$ cat config.mk
export PLATFORM = sky130hd
export DESIGN_NAME = mipsMulticycle
export DESIGN_NICKNAME = d
export VERILOG_FILES = /design/src/rtl/mipsPkg.sv /design/src/rtl/alu.sv /design/src/rtl/aluDecoder.sv /design/src/rtl/controlUnit.sv /design/src/rtl/cpuDatapath.sv /design/src/rtl/mipsMulticycle.sv /design/src/rtl/programCounter.sv /design/src/rtl/regFile.sv
export SDC_FILE = /design/constraint.sdc
export NUM_CORES = 2
export LEC_CHECK = 0
export BUFFER_PORTS_ARGS = -buffer_cell sky130_fd_sc_hd__buf_2
export CAP_MARGIN = 10
export CORE_MARGIN = 4
export CORE_UTILIZATION = 45
export DETAILED_ROUTE_END_ITERATION = 10
export SLEW_MARGIN = 20
export SYNTH_ARGS = -nofsm -noshare
export SYNTH_HDL_FRONTEND = slang
export SYNTH_SLANG_ARGS = --single-unit
$ cat constraint.sdc
create_clock -name cclk -period 13.9 [get_ports cclk]
set_input_delay 2.78 -clock cclk [delete_from_list [all_inputs] [get_ports cclk]]
set_output_delay 2.78 -clock cclk [all_outputs]
set_load 0.01 [all_outputs]
$ cat src/rtl/mipsPkg.sv
`default_nettype none

package mipsPkg;

	// Primary opcodes, standard MIPS encoding
	localparam logic [5:0] OP_RTYPE = 6'h00;
	localparam logic [5:0] OP_J     = 6'h02;
	localparam logic [5:0] OP_BEQ   = 6'h04;
	localparam logic [5:0] OP_BNE   = 6'h05;
	localparam logic [5:0] OP_ADDI  = 6'h08;
	localparam logic [5:0] OP_SLTI  = 6'h0a;
	localparam logic [5:0] OP_ANDI  = 6'h0c;
	localparam logic [5:0] OP_ORI   = 6'h0d;
	localparam logic [5:0] OP_XORI  = 6'h0e;
	localparam logic [5:0] OP_LW    = 6'h23;
	localparam logic [5:0] OP_SW    = 6'h2b;

	// R-type funct codes
	localparam logic [5:0] FN_ADD = 6'h20;
	localparam logic [5:0] FN_SUB = 6'h22;
	localparam logic [5:0] FN_AND = 6'h24;
	localparam logic [5:0] FN_OR  = 6'h25;
	localparam logic [5:0] FN_XOR = 6'h26;
	localparam logic [5:0] FN_SLT = 6'h2a;

	// Next-PC select
	localparam logic [1:0] PC_ALU    = 2'd0;
	localparam logic [1:0] PC_ALUOUT = 2'd1;
	localparam logic [1:0] PC_JUMP   = 2'd2;

	// ALU B operand select
	localparam logic [1:0] SRCB_REG      = 2'd0;
	localparam logic [1:0] SRCB_FOUR     = 2'd1;
	localparam logic [1:0] SRCB_IMM      = 2'd2;
	localparam logic [1:0] SRCB_IMMSHIFT = 2'd3;

	typedef enum logic [3:0] {
		FETCH, DECODE, MEM_ADR, MEM_READ, MEM_WRITEBACK, MEM_WRITE,
		EXECUTE, ALU_WRITEBACK, BRANCH, ITYPE_EXECUTE, ITYPE_WRITEBACK, JUMP
	} cpuState_t;

	// ALU_IMM means the operation comes from the opcode
	typedef enum logic [1:0] {ALU_ADD, ALU_SUB, ALU_FUNCT, ALU_IMM} aluOp_t;

	// Codes 6 to 15 reserved
	typedef enum logic [3:0] {ADD, SUB, AND, OR, XOR, SLT} aluCtrl_t;

	typedef struct packed {
		logic [5:0] opcode;
		logic [4:0] rs;
		logic [4:0] rt;
		logic [4:0] rd;
		logic [4:0] shamt;
		logic [5:0] funct;
	} rFormat_t;

	typedef struct packed {
		logic [5:0]  opcode;
		logic [4:0]  rs;
		logic [4:0]  rt;
		logic [15:0] imm16;
	} iFormat_t;

	typedef struct packed {
		logic [5:0]  opcode;
		logic [25:0] target26;
	} jFormat_t;

	// One instruction word, three views
	typedef union packed {
		rFormat_t r;
		iFormat_t i;
		jFormat_t j;
	} instr_t;

	typedef struct packed {
		logic       memToReg;
		logic       iOrD;
		logic [1:0] regDst;
		logic [1:0] pcSrc;
		logic [1:0] aluSrcA;
		logic [1:0] aluSrcB;
		// Upper bit BNE, lower bit BEQ
		logic [1:0] branch;
		logic       irWrite;
		logic       memWrite;
		logic       pcWrite;
		logic       regWrite;
		logic       extOp;
		aluOp_t     aluOp;
	} ctrl_t;

endpackage

`default_nettype wire

$ cat src/rtl/alu.sv
`timescale 1ns/1ps
`default_nettype none

module alu import mipsPkg::*; (
	input wire [31:0] a,
	input wire [31:0] b,
	input aluCtrl_t aluControl,
	output logic [31:0] result,
	output logic zero
);

	logic [31:0] sum;
	logic [31:0] diff;
	logic lessThan;

	assign sum = a + b;
	assign diff = a - b;

	// Signed compare for SLT and SLTI
	assign lessThan = $signed(a) < $signed(b);

	always_comb begin
		case (aluControl)
			ADD: result = sum;
			SUB: result = diff;
			AND: result = a & b;
			OR: result = a | b;
			XOR: result = a ^ b;
			SLT: result = {31'b0, lessThan};
			// Reserved codes
			default: result = 32'b0;
		endcase
	end

	// Branch compare uses this after SUB
	assign zero = (result == 32'b0);

endmodule

`default_nettype wire

$ cat src/rtl/aluDecoder.sv
`timescale 1ns/1ps
`default_nettype none

module aluDecoder import mipsPkg::*; (
	input aluOp_t aluOp,
	input instr_t instr,
	output aluCtrl_t aluControl
);

	always_comb begin
		case (aluOp)
			ALU_ADD: aluControl = ADD;
			ALU_SUB: aluControl = SUB;
			ALU_FUNCT: begin
				// R-format, use funct field
				case (instr.r.funct)
					FN_ADD: aluControl = ADD;
					FN_SUB: aluControl = SUB;
					FN_AND: aluControl = AND;
					FN_OR: aluControl = OR;
					FN_XOR: aluControl = XOR;
					FN_SLT: aluControl = SLT;
					default: aluControl = ADD;
				endcase
			end
			ALU_IMM: begin
				// I-format, operation implied by opcode
				case (instr.i.opcode)
					OP_ADDI: aluControl = ADD;
					OP_SLTI: aluControl = SLT;
					OP_ANDI: aluControl = AND;
					OP_ORI: aluControl = OR;
					OP_XORI: aluControl = XOR;
					default: aluControl = ADD;
				endcase
			end
			default: aluControl = ADD;
		endcase
	end

endmodule

`default_nettype wire

$ cat src/rtl/controlUnit.sv
`timescale 1ns/1ps
`default_nettype none

module controlUnit import mipsPkg::*; (
	input wire cclk,
	input wire rstb,
	input instr_t instr,
	output ctrl_t ctrl
);

	cpuState_t state;
	cpuState_t nextState;
	logic [5:0] opcode;
	logic zeroExtImm;

	assign opcode = instr.i.opcode;

	// Logical immediates take zero extension
	assign zeroExtImm = (opcode == OP_ANDI) || (opcode == OP_ORI) || (opcode == OP_XORI);

	// State register
	always_ff @(posedge cclk) begin
		if (!rstb) begin
			state <= FETCH;
		end else begin
			state <= nextState;
		end
	end

	// Sequencing
	always_comb begin
		nextState = FETCH;
		case (state)
			FETCH: nextState = DECODE;
			DECODE: begin
				case (opcode)
					OP_RTYPE: nextState = EXECUTE;
					OP_LW, OP_SW: nextState = MEM_ADR;
					OP_BEQ, OP_BNE: nextState = BRANCH;
					OP_ADDI, OP_SLTI, OP_ANDI, OP_ORI, OP_XORI: nextState = ITYPE_EXECUTE;
					OP_J: nextState = JUMP;
					// Unknown opcode drops back to fetch
					default: nextState = FETCH;
				endcase
			end
			MEM_ADR: nextState = (opcode == OP_LW) ? MEM_READ : MEM_WRITE;
			MEM_READ: nextState = MEM_WRITEBACK;
			EXECUTE: nextState = ALU_WRITEBACK;
			ITYPE_EXECUTE: nextState = ITYPE_WRITEBACK;
			// Writebacks, store, branch and jump all end here
			default: nextState = FETCH;
		endcase
	end

	// Per-state control decode
	always_comb begin
		ctrl = '0;
		case (state)
			FETCH: begin
				// PC + 4 into PC, word into IR
				ctrl.aluSrcB = SRCB_FOUR;
				ctrl.pcSrc = PC_ALU;
				ctrl.irWrite = 1'b1;
				ctrl.pcWrite = 1'b1;
			end
			DECODE: begin
				// Branch target ready in ALUOut
				ctrl.aluSrcB = SRCB_IMMSHIFT;
				ctrl.extOp = 1'b1;
			end
			MEM_ADR: begin
				ctrl.aluSrcA = 2'd1;
				ctrl.aluSrcB = SRCB_IMM;
				ctrl.extOp = 1'b1;
			end
			MEM_READ: begin
				ctrl.iOrD = 1'b1;
			end
			MEM_WRITEBACK: begin
				// Load result into rt
				ctrl.regDst = 2'd0;
				ctrl.memToReg = 1'b1;
				ctrl.regWrite = 1'b1;
			end
			MEM_WRITE: begin
				ctrl.iOrD = 1'b1;
				ctrl.memWrite = 1'b1;
			end
			EXECUTE: begin
				ctrl.aluSrcA = 2'd1;
				ctrl.aluSrcB = SRCB_REG;
				ctrl.aluOp = ALU_FUNCT;
			end
			ALU_WRITEBACK: begin
				// R-type result into rd
				ctrl.regDst = 2'd1;
				ctrl.regWrite = 1'b1;
			end
			BRANCH: begin
				// Compare A and B, target from ALUOut
				ctrl.aluSrcA = 2'd1;
				ctrl.aluSrcB = SRCB_REG;
				ctrl.aluOp = ALU_SUB;
				ctrl.pcSrc = PC_ALUOUT;
				ctrl.branch = (opcode == OP_BNE) ? 2'b10 : 2'b01;
			end
			ITYPE_EXECUTE: begin
				ctrl.aluSrcA = 2'd1;
				ctrl.aluSrcB = SRCB_IMM;
				ctrl.aluOp = ALU_IMM;
				ctrl.extOp = !zeroExtImm;
			end
			ITYPE_WRITEBACK: begin
				// Immediate result goes to rt
				ctrl.regDst = 2'd0;
				ctrl.regWrite = 1'b1;
			end
			JUMP: begin
				ctrl.pcSrc = PC_JUMP;
				ctrl.pcWrite = 1'b1;
			end
			default: ctrl = '0;
		endcase
	end

endmodule

`default_nettype wire

$ cat src/rtl/cpuDatapath.sv
`timescale 1ns/1ps
`default_nettype none

module cpuDatapath import mipsPkg::*; (
	input wire cclk,
	input wire rstb,
	input ctrl_t ctrl,
	input aluCtrl_t aluControl,
	input wire [31:0] readData,
	output instr_t instr,
	output logic [31:0] memAddr,
	output logic [31:0] writeData
);

	logic [31:0] pc;
	logic [31:0] dataReg;
	logic [31:0] aReg;
	logic [31:0] bReg;
	logic [31:0] aluOut;
	logic [31:0] rd1;
	logic [31:0] rd2;
	logic [31:0] immExt;
	logic [31:0] srcA;
	logic [31:0] srcB;
	logic [31:0] aluResult;
	logic [31:0] writeBack;
	logic [4:0] writeReg;
	logic zero;

	// Instruction register, loaded only in fetch
	always_ff @(posedge cclk) begin
		if (ctrl.irWrite) begin
			instr <= readData;
		end
	end

	// Staging registers, captured every cycle
	always_ff @(posedge cclk) begin
		dataReg <= readData;
		aReg <= rd1;
		bReg <= rd2;
		aluOut <= aluResult;
	end

	// PC for fetch, ALUOut for data access
	assign memAddr = ctrl.iOrD ? aluOut : pc;
	assign writeData = bReg;

	// rt for loads and immediates, rd for R-type
	assign writeReg = (ctrl.regDst == 2'd1) ? instr.r.rd : instr.r.rt;
	assign writeBack = ctrl.memToReg ? dataReg : aluOut;

	regFile i_regFile (
		.cclk(cclk),
		.readAddr1(instr.r.rs),
		.readAddr2(instr.r.rt),
		.writeAddr(writeReg),
		.writeData(writeBack),
		.writeEnable(ctrl.regWrite),
		.readData1(rd1),
		.readData2(rd2)
	);

	// Sign or zero extension
	assign immExt = ctrl.extOp ? {{16{instr.i.imm16[15]}}, instr.i.imm16}
		: {16'b0, instr.i.imm16};

	assign srcA = (ctrl.aluSrcA == 2'd1) ? aReg : pc;

	always_comb begin
		case (ctrl.aluSrcB)
			SRCB_REG: srcB = bReg;
			SRCB_FOUR: srcB = 32'd4;
			SRCB_IMM: srcB = immExt;
			// Word offset for branch target
			SRCB_IMMSHIFT: srcB = {immExt[29:0], 2'b00};
			default: srcB = bReg;
		endcase
	end

	alu i_alu (
		.a(srcA),
		.b(srcB),
		.aluControl(aluControl),
		.result(aluResult),
		.zero(zero)
	);

	programCounter i_programCounter (
		.cclk(cclk),
		.rstb(rstb),
		.ctrl(ctrl),
		.zero(zero),
		.aluResult(aluResult),
		.aluOut(aluOut),
		.jumpTarget(instr.j.target26),
		.pc(pc)
	);

endmodule

`default_nettype wire

$ cat src/rtl/mipsMulticycle.sv
`timescale 1ns/1ps
`default_nettype none

module mipsMulticycle import mipsPkg::*; (
	input wire cclk,
	input wire rstb,
	input wire [31:0] readData,
	output logic [31:0] memAddr,
	output logic [31:0] writeData,
	output logic memWrite
);

	ctrl_t ctrl;
	instr_t instr;
	aluCtrl_t aluControl;

	// Sequencer, driven by the IR contents
	controlUnit i_controlUnit (
		.cclk(cclk),
		.rstb(rstb),
		.instr(instr),
		.ctrl(ctrl)
	);

	aluDecoder i_aluDecoder (
		.aluOp(ctrl.aluOp),
		.instr(instr),
		.aluControl(aluControl)
	);

	cpuDatapath i_cpuDatapath (
		.cclk(cclk),
		.rstb(rstb),
		.ctrl(ctrl),
		.aluControl(aluControl),
		.readData(readData),
		.instr(instr),
		.memAddr(memAddr),
		.writeData(writeData)
	);

	// Store strobe straight from decode
	assign memWrite = ctrl.memWrite;

endmodule

`default_nettype wire

$ cat src/rtl/programCounter.sv
`timescale 1ns/1ps
`default_nettype none

module programCounter import mipsPkg::*; (
	input wire cclk,
	input wire rstb,
	input ctrl_t ctrl,
	input wire zero,
	input wire [31:0] aluResult,
	input wire [31:0] aluOut,
	input wire [25:0] jumpTarget,
	output logic [31:0] pc
);

	logic pcEnable;
	logic [31:0] nextPc;

	// Unconditional write, BEQ on zero, BNE on nonzero
	assign pcEnable = ctrl.pcWrite
		| (ctrl.branch[0] & zero)
		| (ctrl.branch[1] & ~zero);

	always_comb begin
		case (ctrl.pcSrc)
			PC_ALU: nextPc = aluResult;
			PC_ALUOUT: nextPc = aluOut;
			// Region bits kept from current PC
			PC_JUMP: nextPc = {pc[31:28], jumpTarget, 2'b00};
			default: nextPc = aluResult;
		endcase
	end

	always_ff @(posedge cclk) begin
		if (!rstb) begin
			pc <= 32'b0;
		end else if (pcEnable) begin
			pc <= nextPc;
		end
	end

endmodule

`default_nettype wire

$ cat src/rtl/regFile.sv
`timescale 1ns/1ps
`default_nettype none

module regFile (
	input wire cclk,
	input wire [4:0] readAddr1,
	input wire [4:0] readAddr2,
	input wire [4:0] writeAddr,
	input wire [31:0] writeData,
	input wire writeEnable,
	output logic [31:0] readData1,
	output logic [31:0] readData2
);

	logic [31:0] regs [32];

	// Writes to r0 are dropped
	always_ff @(posedge cclk) begin
		if (writeEnable && (writeAddr != 5'd0)) begin
			regs[writeAddr] <= writeData;
		end
	end

	// Async reads, r0 forced to zero
	assign readData1 = (readAddr1 == 5'd0) ? 32'b0 : regs[readAddr1];
	assign readData2 = (readAddr2 == 5'd0) ? 32'b0 : regs[readAddr2];

endmodule

`default_nettype wire

==> results by group <==
Run status
  – Status: complete, no violations

STA
  – Skew final: 26.96 ps
  – Max transition margin: 19.24%
  – Pins over their slew limit: 0
  – Final period utilization: 58.48%
  – Min Tclk post-route: 8128 ps
  – Endpoints failing setup: 0
  – Fin. Hold Viols: 0
  – RSZ-0062 raised after global routing: false
  – Peak Freq: 123.0 MHz
  – Worst slew pin tran: 1181 ps
  – Setup TNS: 0 ps
  – Min Hold Slack: 470.7 ps
  – Final worst slack: 5772 ps

Layout
  – Most frequent cells in the layout: edfxtp_1 (1056), mux4_2 (640), dfxtp_1 (164), nor2_1 (144), clkbuf_16 (135)
  – Final net count: 3735
  – Share of layout cells above drive strength 1: 32.56%
  – Fin util: 50.89%
  – Fin area: 67250 um^2
  – Layout area overhead: 11.71%
  – Most common cell after layout, fill and taps aside: edfxtp_1
  – Filler cell count: 10760

Yosys
  – Synth unique cells: 95
  – Syn. warnings: 0
  – Synthesized area: 60200 um^2
  – Post-synthesis area per instance: 17.19 um^2
  – Synth async-reset ratio: 0%
  – Largest area contributor in the netlist: edfxtp_1
  – Yosys reg bits: 1220
  – Main synth FF type: edfxtp_1
  – Number of synthesized flops with an enable pin: 1056
  – Sequential fraction of the synthesis area: 58.13%
  – Synth top area cells: edfxtp_1 (53%), mux4_2 (24%), dfxtp_1 (5.5%), ha_1 (2.1%), mux2_2 (1.8%)
  – Gate count after technology mapping: 3502
  – Yosys top cell area share: 52.68%

Worst setup path
  – Critical path's slowest cell: a222oi_1
  – Req. time, crit path: 14600 ps
  – CP max stage delay: 740 ps
  – CP most frequent cell: inv_1
  – CP endpoint kind: flip-flop
  – Startpoint types: flip-flop
  – Crit path kind: reg2reg
  – Crit-path cells: inv_1, a21oi_1, nand2_1, a222oi_1, inv_1, ha_1, nor2_1, a221oi_2, nand3_1, a2111oi_2, o41a_1, o221ai_1, a21o_1, or4_1, or4_4, or3_4, o21ai_4, buf_4, mux2i_1
  – Crit path DAT: 8830 ps
  – Max Fanout on Critical Path: 16

Route
  – Via/cell ratio: 6.689
  – DRC viols: 0
  – 1st-pass router iterations: 6
  – Wirelength, routed: 193.3 mm
  – Via count: 36520
  – Initial DRC count: 4664
  – DRT antenna net count: 0
  – Drt wl/cell: 35.40 um

Power and ir drop
  – Comb power frac: 22.4%
  – Worst VDD drop: 0.0001351 V
  – Pleak: 22.56 nW
  – Power Density: 156.4 nW/um^2
  – Switch Pwr: 3.165 mW
  – Sw frac: 30.10%
  – Pint: 7.351 mW
  – Clk pwr share: 33.1%
  – Seq pwr share: 44.6%

Job
  – MaxCap Viol Count: 0

CTS
  – PostCTS Resize Cnt: 0
  – Clock slew at reported path FFs: 80 ps
  – CTS tree: yes
  – Post-CTS Hold Buffers: 0
  – H-Tree Depth: 4
  – # clock sinks: 1220
  – Latest clock arrival within the worst-skew pair: 790 ps
  – Post-CTS setup buffers: 0
  – CTS Buf Count: 133
  – Max Root-Sink Buffers: 3
  – CTS Root Cell: clkbuf_16

Floorplan
  – DIE HEIGHT: 373.8 um
  – Initial Util: 45.56%
  – Die area: 139700 um^2
  – Core Footprint: 132100 um^2
  – Cell Rows: 133
  – IO Pins: 99
  – Die Wd: 373.8 um

Global routing
  – Largest net degree at the start of global routing: 95
  – Overflow after GRT: 0
  – Number of antenna violations at the first check in global routing: 11
  – Vias in the first global route: 36070
  – First-pass GRT wire length: 272.9 mm
  – Total GRT Usage: 27.46%

Placement
  – Routability cong.: 0.9691
  – Placed Instance Area: 62940 um^2
  – Post-place setup slack: 5898 ps
  – Detail Placement HPWL: 113.7 mm
  – PortBufs: 98

Min path
  – Hold Crit Class: reg2reg
[cell usage after synthesis, types with 16 or more instances]
cell type / count
a221o_1: 32
nor3_1: 26
mux2i_1: 100
clkbuf_1: 173
dfxtp_1: 164
mux4_2: 640
nor4_1: 16
a21o_1: 31
o21ai_0: 61
nor2b_1: 16
o211ai_1: 38
a21oi_1: 94
buf_1: 61
a31oi_1: 17
nor2_1: 180
a211oi_1: 20
edfxtp_1: 1056
nand2_1: 123
mux2_2: 97
ha_1: 101
nand4_1: 19
nand3_1: 26
inv_1: 100
[routing by layer]
metal | up-vias | global-route usage, % | wire length (um)
li1 | 14770 | - | -
met1 | 19480 | 38.95 | 78200
met2 | 1901 | 42.39 | 89470
met3 | 370 | 5.699 | 18090
met4 | 2 | 9.823 | 7484
met5 | - | 0 | 13
[cell type report]
type | count | area [um^2] | share of cell area (%)
multi-input combinational | 1951 | 24170 | 35.94
inverter | 105 | 394.1 | 0.5861
clock buffer | 176 | 3602 | 5.357
tap | 1755 | 2196 | 3.265
antenna | 1 | 2.502 | 0.003721
timing repair buffer | 187 | 1216 | 1.809
clock inverter | 65 | 674.4 | 1.003
sequential | 1220 | 34990 | 52.04
[kinds of logic after synthesis]
group                      count (synthesis)  synth area share [%]
AOI/OAI and AO/OA                        468                 5.655
xor gates and xnor gates                  13                0.1891
adders and majority gates                103                 2.166
buffers and inverters                    362                 2.411
DFF                                     1220                 58.13
muxes                                    837                 27.42
other                                      1              0.006229
and+or+nand+nor                          498                 4.022
[worst max-delay path: cells and delay by family (launching register included)]
kind	cells	cell delay, ps
multiplexers	1	240
AND/OR/NAND/NOR	6	2310
AO/OA/AOI/OAI	8	3600
flip-flops	1	660
buffers and inverters	3	730
adder cells (fa/ha/maj)	1	480
[worst paths after layout]
kind                                         start                               endpoint  slack, ps  depth (start not counted)
min reg2reg  i_cpuDatapath.i_programCounter.pc[21]  i_cpuDatapath.i_programCounter.pc[21]        470                          2
min          i_cpuDatapath.i_programCounter.pc[21]  i_cpuDatapath.i_programCounter.pc[21]        470                          2
max reg2reg                 i_controlUnit.state[0]  i_cpuDatapath.i_programCounter.pc[13]       5770                         19
max                         i_controlUnit.state[0]  i_cpuDatapath.i_programCounter.pc[13]       5770                         19
[state kept, by name (all words and copies together) (netlist names)]
register / flops
i_cpuDatapath.i_programCounter.pc: 32
i_cpuDatapath.aluOut: 32
i_cpuDatapath.writeData: 32
i_cpuDatapath.aReg: 32
i_cpuDatapath.instr: 32
i_cpuDatapath.i_regFile.regs: 1024
i_cpuDatapath.dataReg: 32
i_controlUnit.state: 4
[through the flow]
step,std cells,power (mW)
global placement,5217,7.081
detailed placement,5217,7.083
CTS,5458,10.56
floorplan,3533,6.225
global route,5459,10.91
finish,5460,10.52
[power groups by stage]
stage | clock [mW] | combinational [mW] | sequential [mW]
after floorplan | 0 | 1.58 | 4.65
after global placement | 0 | 2.33 | 4.75
after detailed placement | 0 | 2.33 | 4.75
after CTS | 3.54 | 2.34 | 4.68
after global routing | 3.70 | 2.52 | 4.69
final | 3.48 | 2.35 | 4.68
(Power assumes the default switching activity.)
